[src/sync_params.svh]
`ifndef SYNC_PARAMS_SVH
`define SYNC_PARAMS_SVH

// ******************************
// Sample widths
// ******************************
`define SYNC_IN_W       12              // Input I or Q part
`define SYNC_DATA_W     16              // I or Q after the CIC
`define SYNC_METRIC_W   24
`define SYNC_ENERGY_W   24

// CIC decimator
`define SYNC_CIC_RATE   2
`define SYNC_CIC_ORDER  3

// ******************************
// PSS replica and detection
// ******************************
`define SYNC_PSS_LEN    16
`define SYNC_PSS_TAPS   16'hE594        // Bit k set means tap k is +1
`define SYNC_THRESH     24'd3000        // Peak when L1 metric reaches this

// SS block framing at decimated rate
`define SYNC_CP_LEN     4
`define SYNC_SYM_LEN    16
`define SYNC_SSB_SYMS   3               // Symbols after the PSS

`endif
[src/sync_pkg.sv]
`include "sync_params.svh"

package sync_pkg;

    // ******************************
    // Sample types
    // ******************************
    typedef struct packed {
        logic signed [`SYNC_IN_W-1:0] im;
        logic signed [`SYNC_IN_W-1:0] re;
    } in_sample_t;                              // Full rate input

    typedef logic signed [`SYNC_DATA_W-1:0] iq_t;

    typedef struct packed {
        iq_t im;
        iq_t re;
    } sample_t;                                 // Decimated sample

    typedef logic [`SYNC_METRIC_W-1:0] metric_t;
    typedef logic [1:0]                sym_idx_t;   // 1 to 3 within the block
    typedef logic [`SYNC_ENERGY_W-1:0] energy_t;

    // Frame sync to energy stage
    typedef struct packed {
        sample_t  data;
        sym_idx_t idx;
        logic     last;
    } sym_beat_t;

    typedef enum logic [1:0] {
        FS_IDLE,
        FS_CP,
        FS_BODY
    } fs_state_t;

endpackage

[src/ssb_sync_top.sv]
`timescale 1ns/1ps
`include "sync_params.svh"

module ssb_sync_top (
    input  logic                 clk_i,
    input  logic                 rst_n_i,
    input  sync_pkg::in_sample_t in_data_i,
    input  logic                 in_valid_i,
    output sync_pkg::sample_t    cic_data_o,
    output logic                 cic_valid_o,
    output logic                 peak_o,
    output logic                 ssb_start_o,
    output sync_pkg::energy_t    energy_o,
    output logic                 energy_valid_o,
    output logic                 pbch_valid_o,
    output logic                 sss_valid_o
);

    sync_pkg::sample_t   cic_data;
    logic                cic_valid;
    sync_pkg::sample_t   corr_data;
    logic                corr_valid;
    logic                corr_peak;
    sync_pkg::sym_beat_t fs_beat;
    logic                fs_valid;

    // Debug taps
    assign cic_data_o  = cic_data;
    assign cic_valid_o = cic_valid;
    assign peak_o      = corr_peak;

    // ******************************
    // Receive chain
    // ******************************
    cic_decimator u_cic (
        .clk_i       (clk_i),
        .rst_n_i     (rst_n_i),
        .in_data_i   (in_data_i),
        .in_valid_i  (in_valid_i),
        .out_data_o  (cic_data),
        .out_valid_o (cic_valid)
    );

    pss_correlator u_corr (
        .clk_i       (clk_i),
        .rst_n_i     (rst_n_i),
        .in_data_i   (cic_data),
        .in_valid_i  (cic_valid),
        .out_data_o  (corr_data),
        .out_valid_o (corr_valid),
        .peak_o      (corr_peak)
    );

    ssb_frame_sync u_fs (
        .clk_i        (clk_i),
        .rst_n_i      (rst_n_i),
        .in_data_i    (corr_data),
        .in_valid_i   (corr_valid),
        .peak_i       (corr_peak),
        .beat_o       (fs_beat),
        .beat_valid_o (fs_valid),
        .ssb_start_o  (ssb_start_o)
    );

    symbol_energy u_energy (
        .clk_i          (clk_i),
        .rst_n_i        (rst_n_i),
        .beat_i         (fs_beat),
        .beat_valid_i   (fs_valid),
        .energy_o       (energy_o),
        .energy_valid_o (energy_valid_o),
        .pbch_valid_o   (pbch_valid_o),
        .sss_valid_o    (sss_valid_o)
    );

endmodule

[src/symbol_energy.sv]
`timescale 1ns/1ps
`include "sync_params.svh"

module symbol_energy (
    input  logic                clk_i,
    input  logic                rst_n_i,
    input  sync_pkg::sym_beat_t beat_i,
    input  logic                beat_valid_i,
    output sync_pkg::energy_t   energy_o,
    output logic                energy_valid_o,
    output logic                pbch_valid_o,
    output logic                sss_valid_o
);

    localparam int MAG_W = `SYNC_DATA_W + 1;

    typedef logic signed [MAG_W-1:0] wide_t;

    wide_t             re_w;
    wide_t             im_w;
    logic [MAG_W-1:0]  abs_re;
    logic [MAG_W-1:0]  abs_im;
    sync_pkg::energy_t acc_q;
    sync_pkg::energy_t acc_d;
    logic              sym_done;
    logic              is_sss;

    always_comb begin
        re_w   = wide_t'(beat_i.data.re);
        im_w   = wide_t'(beat_i.data.im);
        abs_re = re_w[MAG_W-1] ? -re_w : re_w;          // Extra bit keeps -32768 safe
        abs_im = im_w[MAG_W-1] ? -im_w : im_w;
        acc_d  = acc_q + sync_pkg::energy_t'(abs_re) + sync_pkg::energy_t'(abs_im);
    end

    assign sym_done = beat_valid_i && beat_i.last;
    assign is_sss   = (beat_i.idx == sync_pkg::sym_idx_t'(2));   // Middle symbol of the block

    always_ff @(posedge clk_i) begin
        if (!rst_n_i) begin
            acc_q          <= '0;
            energy_valid_o <= 1'b0;
            pbch_valid_o   <= 1'b0;
            sss_valid_o    <= 1'b0;
        end else begin
            energy_valid_o <= sym_done;
            pbch_valid_o   <= sym_done && !is_sss;
            sss_valid_o    <= sym_done && is_sss;
            if (beat_valid_i) begin
                acc_q <= beat_i.last ? '0 : acc_d;
            end
        end
    end

    always_ff @(posedge clk_i) begin
        if (sym_done) begin
            energy_o <= acc_d;
        end
    end

endmodule

[src/ssb_frame_sync.sv]
`timescale 1ns/1ps
`include "sync_params.svh"

module ssb_frame_sync (
    input  logic                clk_i,
    input  logic                rst_n_i,
    input  sync_pkg::sample_t   in_data_i,
    input  logic                in_valid_i,
    input  logic                peak_i,
    output sync_pkg::sym_beat_t beat_o,
    output logic                beat_valid_o,
    output logic                ssb_start_o
);

    localparam int CNT_W = $clog2(`SYNC_SYM_LEN);

    localparam logic [CNT_W-1:0] CP_LAST  = CNT_W'(`SYNC_CP_LEN - 1);
    localparam logic [CNT_W-1:0] SYM_LAST = CNT_W'(`SYNC_SYM_LEN - 1);

    localparam sync_pkg::sym_idx_t IDX_FIRST = sync_pkg::sym_idx_t'(1);
    localparam sync_pkg::sym_idx_t IDX_LAST  = sync_pkg::sym_idx_t'(`SYNC_SSB_SYMS);

    sync_pkg::fs_state_t state_q;
    logic [CNT_W-1:0]    cnt_q;
    sync_pkg::sym_idx_t  idx_q;
    logic                fwd;

    assign fwd = in_valid_i && (state_q == sync_pkg::FS_BODY);

    // ******************************
    // Block framing FSM
    // ******************************
    always_ff @(posedge clk_i) begin
        if (!rst_n_i) begin
            state_q      <= sync_pkg::FS_IDLE;
            cnt_q        <= '0;
            idx_q        <= '0;
            beat_valid_o <= 1'b0;
            ssb_start_o  <= 1'b0;
        end else begin
            beat_valid_o <= fwd;
            ssb_start_o  <= fwd && (idx_q == IDX_FIRST) && (cnt_q == '0);
            if (in_valid_i) begin
                case (state_q)
                    sync_pkg::FS_IDLE: begin
                        if (peak_i) begin                       // PSS end sample dropped
                            state_q <= sync_pkg::FS_CP;
                            cnt_q   <= '0;
                            idx_q   <= IDX_FIRST;
                        end
                    end
                    sync_pkg::FS_CP: begin
                        if (cnt_q == CP_LAST) begin
                            state_q <= sync_pkg::FS_BODY;
                            cnt_q   <= '0;
                        end else begin
                            cnt_q <= cnt_q + 1'b1;
                        end
                    end
                    sync_pkg::FS_BODY: begin
                        if (cnt_q == SYM_LAST) begin
                            cnt_q <= '0;
                            if (idx_q == IDX_LAST) begin
                                state_q <= sync_pkg::FS_IDLE;
                            end else begin
                                state_q <= sync_pkg::FS_CP;
                                idx_q   <= idx_q + 1'b1;
                            end
                        end else begin
                            cnt_q <= cnt_q + 1'b1;
                        end
                    end
                    default: state_q <= sync_pkg::FS_IDLE;
                endcase
            end
        end
    end

    always_ff @(posedge clk_i) begin
        if (fwd) begin
            beat_o.data <= in_data_i;
            beat_o.idx  <= idx_q;
            beat_o.last <= (cnt_q == SYM_LAST);                 // 16th body sample
        end
    end

endmodule

[src/pss_correlator.sv]
`timescale 1ns/1ps
`include "sync_params.svh"

module pss_correlator (
    input  logic              clk_i,
    input  logic              rst_n_i,
    input  sync_pkg::sample_t in_data_i,
    input  logic              in_valid_i,
    output sync_pkg::sample_t out_data_o,
    output logic              out_valid_o,
    output logic              peak_o
);

    localparam int LEN   = `SYNC_PSS_LEN;
    localparam int SUM_W = `SYNC_DATA_W + $clog2(`SYNC_PSS_LEN) + 1;

    localparam logic [LEN-1:0] TAPS = `SYNC_PSS_TAPS;

    typedef logic signed [SUM_W-1:0] sum_t;

    sync_pkg::sample_t line_q [LEN];
    sync_pkg::sample_t line_d [LEN];
    sum_t              c_re;
    sum_t              c_im;
    sum_t              abs_re;
    sum_t              abs_im;
    sync_pkg::metric_t metric;

    // ******************************
    // Delay line, oldest at index 0
    // ******************************
    always_comb begin
        for (int k = 0; k < LEN - 1; k++) begin
            line_d[k] = line_q[k + 1];
        end
        line_d[LEN - 1] = in_data_i;                    // Newest on tap 15
    end

    // Sign correlation against the replica
    always_comb begin
        c_re = '0;
        c_im = '0;
        for (int k = 0; k < LEN; k++) begin
            if (TAPS[k]) begin
                c_re = c_re + sum_t'(line_d[k].re);
                c_im = c_im + sum_t'(line_d[k].im);
            end else begin
                c_re = c_re - sum_t'(line_d[k].re);
                c_im = c_im - sum_t'(line_d[k].im);
            end
        end
        abs_re = c_re[SUM_W-1] ? -c_re : c_re;
        abs_im = c_im[SUM_W-1] ? -c_im : c_im;
        metric = sync_pkg::metric_t'(abs_re) + sync_pkg::metric_t'(abs_im);   // L1 magnitude
    end

    always_ff @(posedge clk_i) begin
        if (!rst_n_i) begin
            out_valid_o <= 1'b0;
            peak_o      <= 1'b0;
            for (int k = 0; k < LEN; k++) begin
                line_q[k] <= '0;
            end
        end else begin
            out_valid_o <= in_valid_i;
            peak_o      <= in_valid_i && (metric >= `SYNC_THRESH);
            if (in_valid_i) begin
                line_q <= line_d;
            end
        end
    end

    // Sample leaves with its own peak flag
    always_ff @(posedge clk_i) begin
        if (in_valid_i) begin
            out_data_o <= in_data_i;
        end
    end

endmodule

[src/cic_decimator.sv]
`timescale 1ns/1ps
`include "sync_params.svh"

module cic_decimator (
    input  logic                 clk_i,
    input  logic                 rst_n_i,
    input  sync_pkg::in_sample_t in_data_i,
    input  logic                 in_valid_i,
    output sync_pkg::sample_t    out_data_o,
    output logic                 out_valid_o
);

    localparam int ORDER = `SYNC_CIC_ORDER;
    localparam int PH_W  = $clog2(`SYNC_CIC_RATE);
    localparam int GROW  = ORDER * PH_W;                // log2 of the CIC gain
    localparam int ACC_W = `SYNC_IN_W + GROW;

    localparam logic [PH_W-1:0] PH_LAST = PH_W'(`SYNC_CIC_RATE - 1);

    typedef logic signed [ACC_W-1:0] acc_t;

    acc_t            integ_q [2][ORDER];
    acc_t            integ_d [2][ORDER];
    acc_t            comb_q  [2][ORDER];                // Differential delay of one
    acc_t            comb_in [2][ORDER];
    acc_t            res     [2];
    logic [PH_W-1:0] phase_q;
    logic            dec_take;

    assign dec_take = (phase_q == PH_LAST);

    // Index 0 carries re, index 1 carries im
    always_comb begin
        acc_t stage_in;
        for (int p = 0; p < 2; p++) begin
            stage_in = (p == 0) ? acc_t'(in_data_i.re) : acc_t'(in_data_i.im);
            for (int k = 0; k < ORDER; k++) begin
                integ_d[p][k] = integ_q[p][k] + stage_in;
                stage_in      = integ_d[p][k];
            end
            for (int k = 0; k < ORDER; k++) begin
                comb_in[p][k] = stage_in;
                stage_in      = stage_in - comb_q[p][k];
            end
            res[p] = stage_in >>> GROW;                 // Undo gain of 8
        end
    end

    always_ff @(posedge clk_i) begin
        if (!rst_n_i) begin
            phase_q     <= '0;
            out_valid_o <= 1'b0;
            for (int p = 0; p < 2; p++) begin
                for (int k = 0; k < ORDER; k++) begin
                    integ_q[p][k] <= '0;
                    comb_q[p][k]  <= '0;
                end
            end
        end else begin
            out_valid_o <= in_valid_i && dec_take;
            if (in_valid_i) begin
                integ_q <= integ_d;
                phase_q <= dec_take ? '0 : phase_q + 1'b1;
                if (dec_take) begin
                    comb_q <= comb_in;                  // Comb runs at low rate
                end
            end
        end
    end

    always_ff @(posedge clk_i) begin
        if (in_valid_i && dec_take) begin
            out_data_o.re <= sync_pkg::iq_t'(res[0]);
            out_data_o.im <= sync_pkg::iq_t'(res[1]);
        end
    end

endmodule

[config.mk]
export PLATFORM = sky130hd
export DESIGN_NAME = ssb_sync_top
export DESIGN_NICKNAME = d
export VERILOG_FILES = /design/src/sync_pkg.sv /design/src/ssb_sync_top.sv /design/src/symbol_energy.sv /design/src/ssb_frame_sync.sv /design/src/pss_correlator.sv /design/src/cic_decimator.sv
export VERILOG_INCLUDE_DIRS = /design/src
export SDC_FILE = /design/constraint.sdc
export NUM_CORES = 2
export LEC_CHECK = 0
export ABC_AREA = 1
export BUFFER_PORTS_ARGS = -buffer_cell sky130_fd_sc_hd__clkbuf_2
export CORE_UTILIZATION = 42
export DETAILED_ROUTE_END_ITERATION = 8
export PLACE_DENSITY = 0.6
export SLEW_MARGIN = 0
export SYNTH_ARGS = -nofsm -noshare
export SYNTH_HDL_FRONTEND = slang
export SYNTH_SLANG_ARGS = --single-unit
[constraint.sdc]
create_clock -name clk_i -period 11 [get_ports clk_i]
set_input_delay 1.1 -clock clk_i [delete_from_list [all_inputs] [get_ports clk_i]]
set_output_delay 1.1 -clock clk_i [all_outputs]
set_load 0.02 [all_outputs]
# After elaboration in Yosys (flattened, before gate mapping)
# Index checks and enable logic that the tools add are counted.
# op_classes
reduce_logical,17
div,0
shifts,0
n_bitwise,0
n_mux,18
n_addsub,54
eq_ne,11
mul,0
n_lt_le_gt_ge,1
# op_table
cell,n
$add A21 B12 Y21,14
$sub A21 B12 Y21,12
$sub A15 B15 Y15,6
$add A15 B15 Y15,4
$add A24 B17 Y24,2
$mux W21,2
$neg A21 Y21,2
$add A18 B12 Y19,2
$sub A17 B12 Y18,2
$mux W17,2
$neg A12 Y17,2
$add A15 B12 Y15,2
$sub A1 B12 Y13 const A,2
$ge A24 B12 Y1 const B,1
$mux W24,1
$add A21 B21 Y22,1
$mux W4,3
$pmux W4 S3,1
$mux W2,5
$logic_and A1 B1 Y1,8
$eq A2 B2 Y1 const B,3
$ne A2 B2 Y1 const B,3
$pmux W2 S3,1
$reduce_and A5 Y1,1
other kinds (17),19
# totals
wordCells,165
mem_bits_ro,0
latch_bits,0
reg_bits,680
output_inout_bits,62
mem_count,0
mem_bits_rw,0
inputBits,27

# Depth between registers and ports, before layout
# logic_depth
word_depth,21
depth_mapped,61
mapped_depth_nobuf,60

# Hierarchy
# Synthesis repeated with hierarchy kept, for this count alone.
# unflattened
cells_unflattened,6558
hier_area_um2,53815.4
# modules_own_cells
mod,cells_per_inst,area_each_um2,instances,seq_area_each_um2
pss_correlator,3879,33504.6,1,10610.2
cic_decimator,1923,14226.1,1,4364.2
symbol_energy,630,4388.0,1,1261.2
ssb_frame_sync,126,1696.6,1,1251.2

# Least setup slack after synthesis
# OpenSTA, ideal clock, no wires.
# synth_timing
kind,reg-to-reg
from,"register u_corr.line_q, in the netlist u_corr.line_d[496]"
to,register u_corr.peak_o
stages_incl_launch_ff,55
synth_period_minus_slack_ns,9.823
arrival_time_ns,9.753
t_required_ns,10.930
setup_slack_ns,1.177
n_path_buf,1
setup_ns,0.070
path_cell_list,dfxtp_1 inv_1 ha_1 nand2_1 or3_1 xnor2_1 inv_1 fa_1 ha_1 inv_1 o311ai_0 a21oi_1 o21bai_1 nand2_1 o21ai_0 xor2_1 fa_1 inv_1 (+19 left out) nand2_2 buf_4 nor2_1 xor2_1 inv_1 ha_1 a21oi_1 nand2_1 a21oi_1 inv_1 a21oi_1 o21ai_0 xor2_1 a21oi_1 nand2_1 nor2_1 nand4_1 a21oi_1
# synth_between
elab_chain_cells,21
# synth_lines
element,line,text
start: declaration,pss_correlator.sv:21,sync_pkg::sample_t line_q [LEN];
start signal: assignment,pss_correlator.sv:68,line_q <= line_d;
$sub A1 B12 Y13 (*),pss_correlator.sv:49,c_im = c_im - sum_t'(line_d[k].im);
$sub A17 B12 Y18 (*),pss_correlator.sv:49,
$add A18 B12 Y19 (*),pss_correlator.sv:46,c_im = c_im + sum_t'(line_d[k].im);
$sub A21 B12 Y21 (*),pss_correlator.sv:49,
$add A21 B12 Y21 (*),pss_correlator.sv:46,
$sub A21 B12 Y21 (*) (2 in a row),pss_correlator.sv:49,
$add A21 B12 Y21 (*) (2 in a row),pss_correlator.sv:46,
$sub A21 B12 Y21 (*),pss_correlator.sv:49,
$add A21 B12 Y21 (*),pss_correlator.sv:46,
$sub A21 B12 Y21 (*) (2 in a row),pss_correlator.sv:49,
$add A21 B12 Y21 (*) (3 in a row),pss_correlator.sv:46,
$neg A21 Y21,pss_correlator.sv:53,abs_im = c_im[SUM_W-1] ? -c_im : c_im;
$mux W21 (*),pss_correlator.sv:53,
$add A21 B21 Y22 (*),pss_correlator.sv:54,metric = sync_pkg::metric_t'(abs_re) + sync_pkg::metric_t'(abs_im);
$ge A24 B12 Y1 (no source line) (*),n/a,
$logic_and A1 B1 Y1 (*),pss_correlator.sv:66,peak_o <= in_valid_i && (metric >= `SYNC_THRESH);
end signal: assignment,pss_correlator.sv:66,
end: declaration,pss_correlator.sv:11,output logic peak_o
# Every way passes the cells marked *; elsewhere a longest branch is shown, timed or not.
# A chain may end at the register's enable or synchronous reset.

# Worst setup path in the final report
# Same ends and word-level chain as after synthesis.

==> summary.txt <==
Logic synthesis
  – Post-synth EDFFs: between 90 and 100
  – Synth warn: 0
  – Seq/Total Area, Yosys: 0.305
  – Register bit total from synthesis: 680
  – Largest family of logic cells by synthesized area: adder cells
  – Mux share of post-synthesis cell area: 0.000209
  – Synth Area in XOR/XNOR: 0.0580
  – Post-Synth Simple-Gate Area: 0.125
  – Mean Syn Cell Area: between 8 and 9 um^2
  – Synth async-reset ratio: 0
  – Mapped Area: 48000 um^2
  – Synth Area in Adders: 0.264
  – Compound-Gate Fraction of Synth Area: 0.145
  – Ys flop type: dfxtp_1
  – Post-synthesis cell type count: 59
  – Mapped Cells: between 5000 and 6000

Global routing
  – First-pass GRT wire length: approximately 180000 um
  – Tot GR Track Use: 0.188
  – Largest net degree at the start of global routing: approximately 240
  – Initial antenna violation count: 8
  – GR Overflow Total: 0
  – Vias in the first global route: roughly 36000

Worst setup path
  – Launching point of the worst reg2reg path: u_corr.line_d[496]
  – Worst path slowest cell: fa_1
  – CP Class: reg2reg
  – Most used cell, CP: nand2_1
  – Worst reg-to-reg path cell count: 57
  – Worst EP required: roughly 12 ns
  – Worst path arrival time: about 11 ns
  – CP max stage delay: roughly 0.53 ns
  – Crit path max fanout: 6
  – Worst R2R End: u_corr.peak_o
  – Worst setup EP type: register
  – Worst R2R Setup Slack: between 0.6 and 0.7 ns
  – Critical Path Start Type: register

Clock tree
  – Num CTS Buffers: between 80 and 90
  – Clock Pin Slew Worst Setup and Hold Paths: about 0.06 ns
  – Root Driver: clkbuf_16
  – Clk buf depth: 3
  – Hold Buf Count CTS: 0
  – Max H-tree Level: 3
  – Clock sink count: ~700
  – CTS tree: done
  – Worst-Skew Late Latency: around 0.67 ns

Drt
  – 1st-iter DRT viols: a little under 2000
  – Initial DRT Pass Iterations: 5
  – Detail Route Antenna Nets: 0
  – DRC: 0
  – Wire per inst: ~15 um
  – Routed WL: ~110000 um
  – Drt via density: 4.90
  – Vias: ~36000

Layout
  – Commonest non-fill, non-tap cell in the layout: inv_1
  – Layout cells sized above 1: 0.0666
  – Area growth from synthesis to layout: 9.95%
  – Layout net count: around 6600
  – FILL cells: ~11000
  – Most frequent cells in the layout: inv_1 (1059), nand2_1 (644), o21ai_0 (610), dfxtp_1 (580), a21oi_1 (555)

Place
  – Gpl congestion: approximately 0.86
  – HPWL after detailed placement: roughly 80000 um
  – IO Port Bufs: between 80 and 90

Floorplan
  – Die W: about 340 um
  – Ports: 89
  – Core ar.: 113000 um^2
  – Row Count: 123
  – DIE AREA: around 120000 um^2
  – Initial Utilization: 0.425
  – Die height: between 300 and 400 um

STA
  – Fin crit share: 0.944
  – Setup TNS: 0 ns
  – Fin. Hold Viols: 0
  – Hold slack: 0.399 ns
  – Max-slew headroom at the worst pin: 0.173
  – Min cycle time layout: ~10 ns
  – Worst Tran Pin Value: between 1 and 1.5 ns
  – Final Max Tran Viols: 0
  – Final setup fails: 0
  – Max frequency: just under 100 MHz
  – Final Skew: around 0.038 ns

Hold path
  – Worst hold path type: reg2reg
  – Hold_sp: u_corr.out_data_o[18]
  – Worst hold endpoint: u_fs.beat_o[21]
  – Worst hold stages: 0

Flow run
  – Max-cap violations: 0

Status
  – Status: complete, no violations
## worst max-delay path: cells and delay by family (launching register included)
kind | cells | cell delay [ns]
adder cells (fa/ha/maj) | 11 | 4.55
AND/OR/NAND/NOR | 21 | 2.44
AO/OA/AOI/OAI | 9 | 1.43
buffers and inverters | 12 | 0.90
XOR/XNOR | 4 | 0.61
flip-flops | 1 | 0.33
## logic make-up after synthesis
logic type               Yosys count
adder cells (fa/ha/maj)          745
AND/OR/NAND/NOR                 1440
buffers and inverters           1286
other                              1
AO/OA/AOI/OAI                   1326
flip-flops                       680
multiplexers                       1
XOR/XNOR                         310
## state kept, by name (all words and copies together), names as in the netlist, 2 cells and up
| name | flops |
|---|---|
| u_cic.comb_q | 90 |
| u_cic.integ_q | 90 |
| u_cic.out_data_o | 24 |
| u_corr.line_d | 360 |
| u_corr.out_data_o | 24 |
| u_energy.acc_q | 24 |
| u_energy.energy_o | 24 |
| u_fs.beat_o | 27 |
| u_fs.cnt_q | 4 |
| u_fs.idx_q | 2 |
| u_fs.state_q | 2 |
## layout make-up
cell class / instances / area (um^2) / share of cell area
antenna: 1 / 2.50 / 0.0000475
clock buffer: 117 / 2470 / 0.0468
clock inverter: 35 / 339 / 0.00643
inverter: 1073 / 4040 / 0.0766
multi-input combinational: 3834 / 28700 / 0.545
sequential: 680 / 14600 / 0.277
tap: 1500 / 1880 / 0.0356
timing repair buffer: 116 / 676 / 0.0128
## worst max-delay path by stage
| stage | from | endpoint |
|---|---|---|
| 3_5_place_dp | u_corr.line_d[496] | u_corr.peak_o |
| 3_3_place_gp | u_corr.line_d[480] | u_corr.peak_o |
| 4_1_cts | u_corr.line_d[480] | u_corr.peak_o |
| 5_1_grt | u_corr.line_d[496] | u_corr.peak_o |
| 6_report | u_corr.line_d[496] | u_corr.peak_o |
| 2_1_floorplan | u_corr.line_d[496] | u_corr.peak_o |
## routing by layer
| layer | wire (um) | vias to the layer above | track usage |
|---|---|---|---|
| li1 | - | 18400 | - |
| met1 | 51500 | 17000 | 0.260 |
| met2 | 50000 | 486 | 0.312 |
| met3 | 3530 | 124 | 0.0241 |
| met4 | 1960 | 0 | 0.0418 |
| met5 | 0 | - | 0 |
## stage by stage
stage | setup WS (ns) | instance area, um^2 | instances | utilization
3_3_place_gp | 0.165 | 49600 | 7194 | 0.439
4_1_cts | 0.130 | 52400 | 7346 | 0.464
6_report | 0.620 | 52700 | 7356 | 0.467
5_1_grt | -0.0957 | 52700 | 7355 | 0.467
3_5_place_dp | 0.0396 | 49600 | 7194 | 0.439
2_1_floorplan | 1.18 | 48000 | 5798 | -
## synth_stat cells (6+ instances only)
master,count,area [um^2]
a211oi_1,8,60.1
a21boi_0,8,60.1
a21o_1,19,143
a21oi_1,569,2850
a21oi_2,6,52.6
a31oi_1,23,144
and2_1,6,37.5
buf_1,9,33.8
buf_4,33,248
clkbuf_1,169,634
dfxtp_1,581,11600
edfxtp_1,99,2970
fa_1,443,8870
ha_1,302,3780
inv_1,1063,3990
inv_2,10,37.5
nand2_1,650,2440
nand2_2,14,87.6
nand3_1,162,811
nand4_1,29,181
nor2_1,489,1840
nor2_2,10,62.6
nor3_1,35,175
nor4_1,10,62.6
o211ai_1,14,105
o21ai_0,623,3120
o21ai_1,10,50.1
o21bai_1,15,113
o22ai_1,8,50.1
o31ai_1,9,67.6
or2_2,6,37.5
xnor2_1,88,771
xor2_1,216,1890
## repair_timing
action,CTS,global route
gates resized for setup,2,79
setup buffers,0,7
setup endpoints to repair,1,1
gates cloned,0,2
pin swaps,0,18
Power is left out: the tool's default activity adds up to more than one toggle a clock period on the data nets, which glitch-free logic cannot reach.
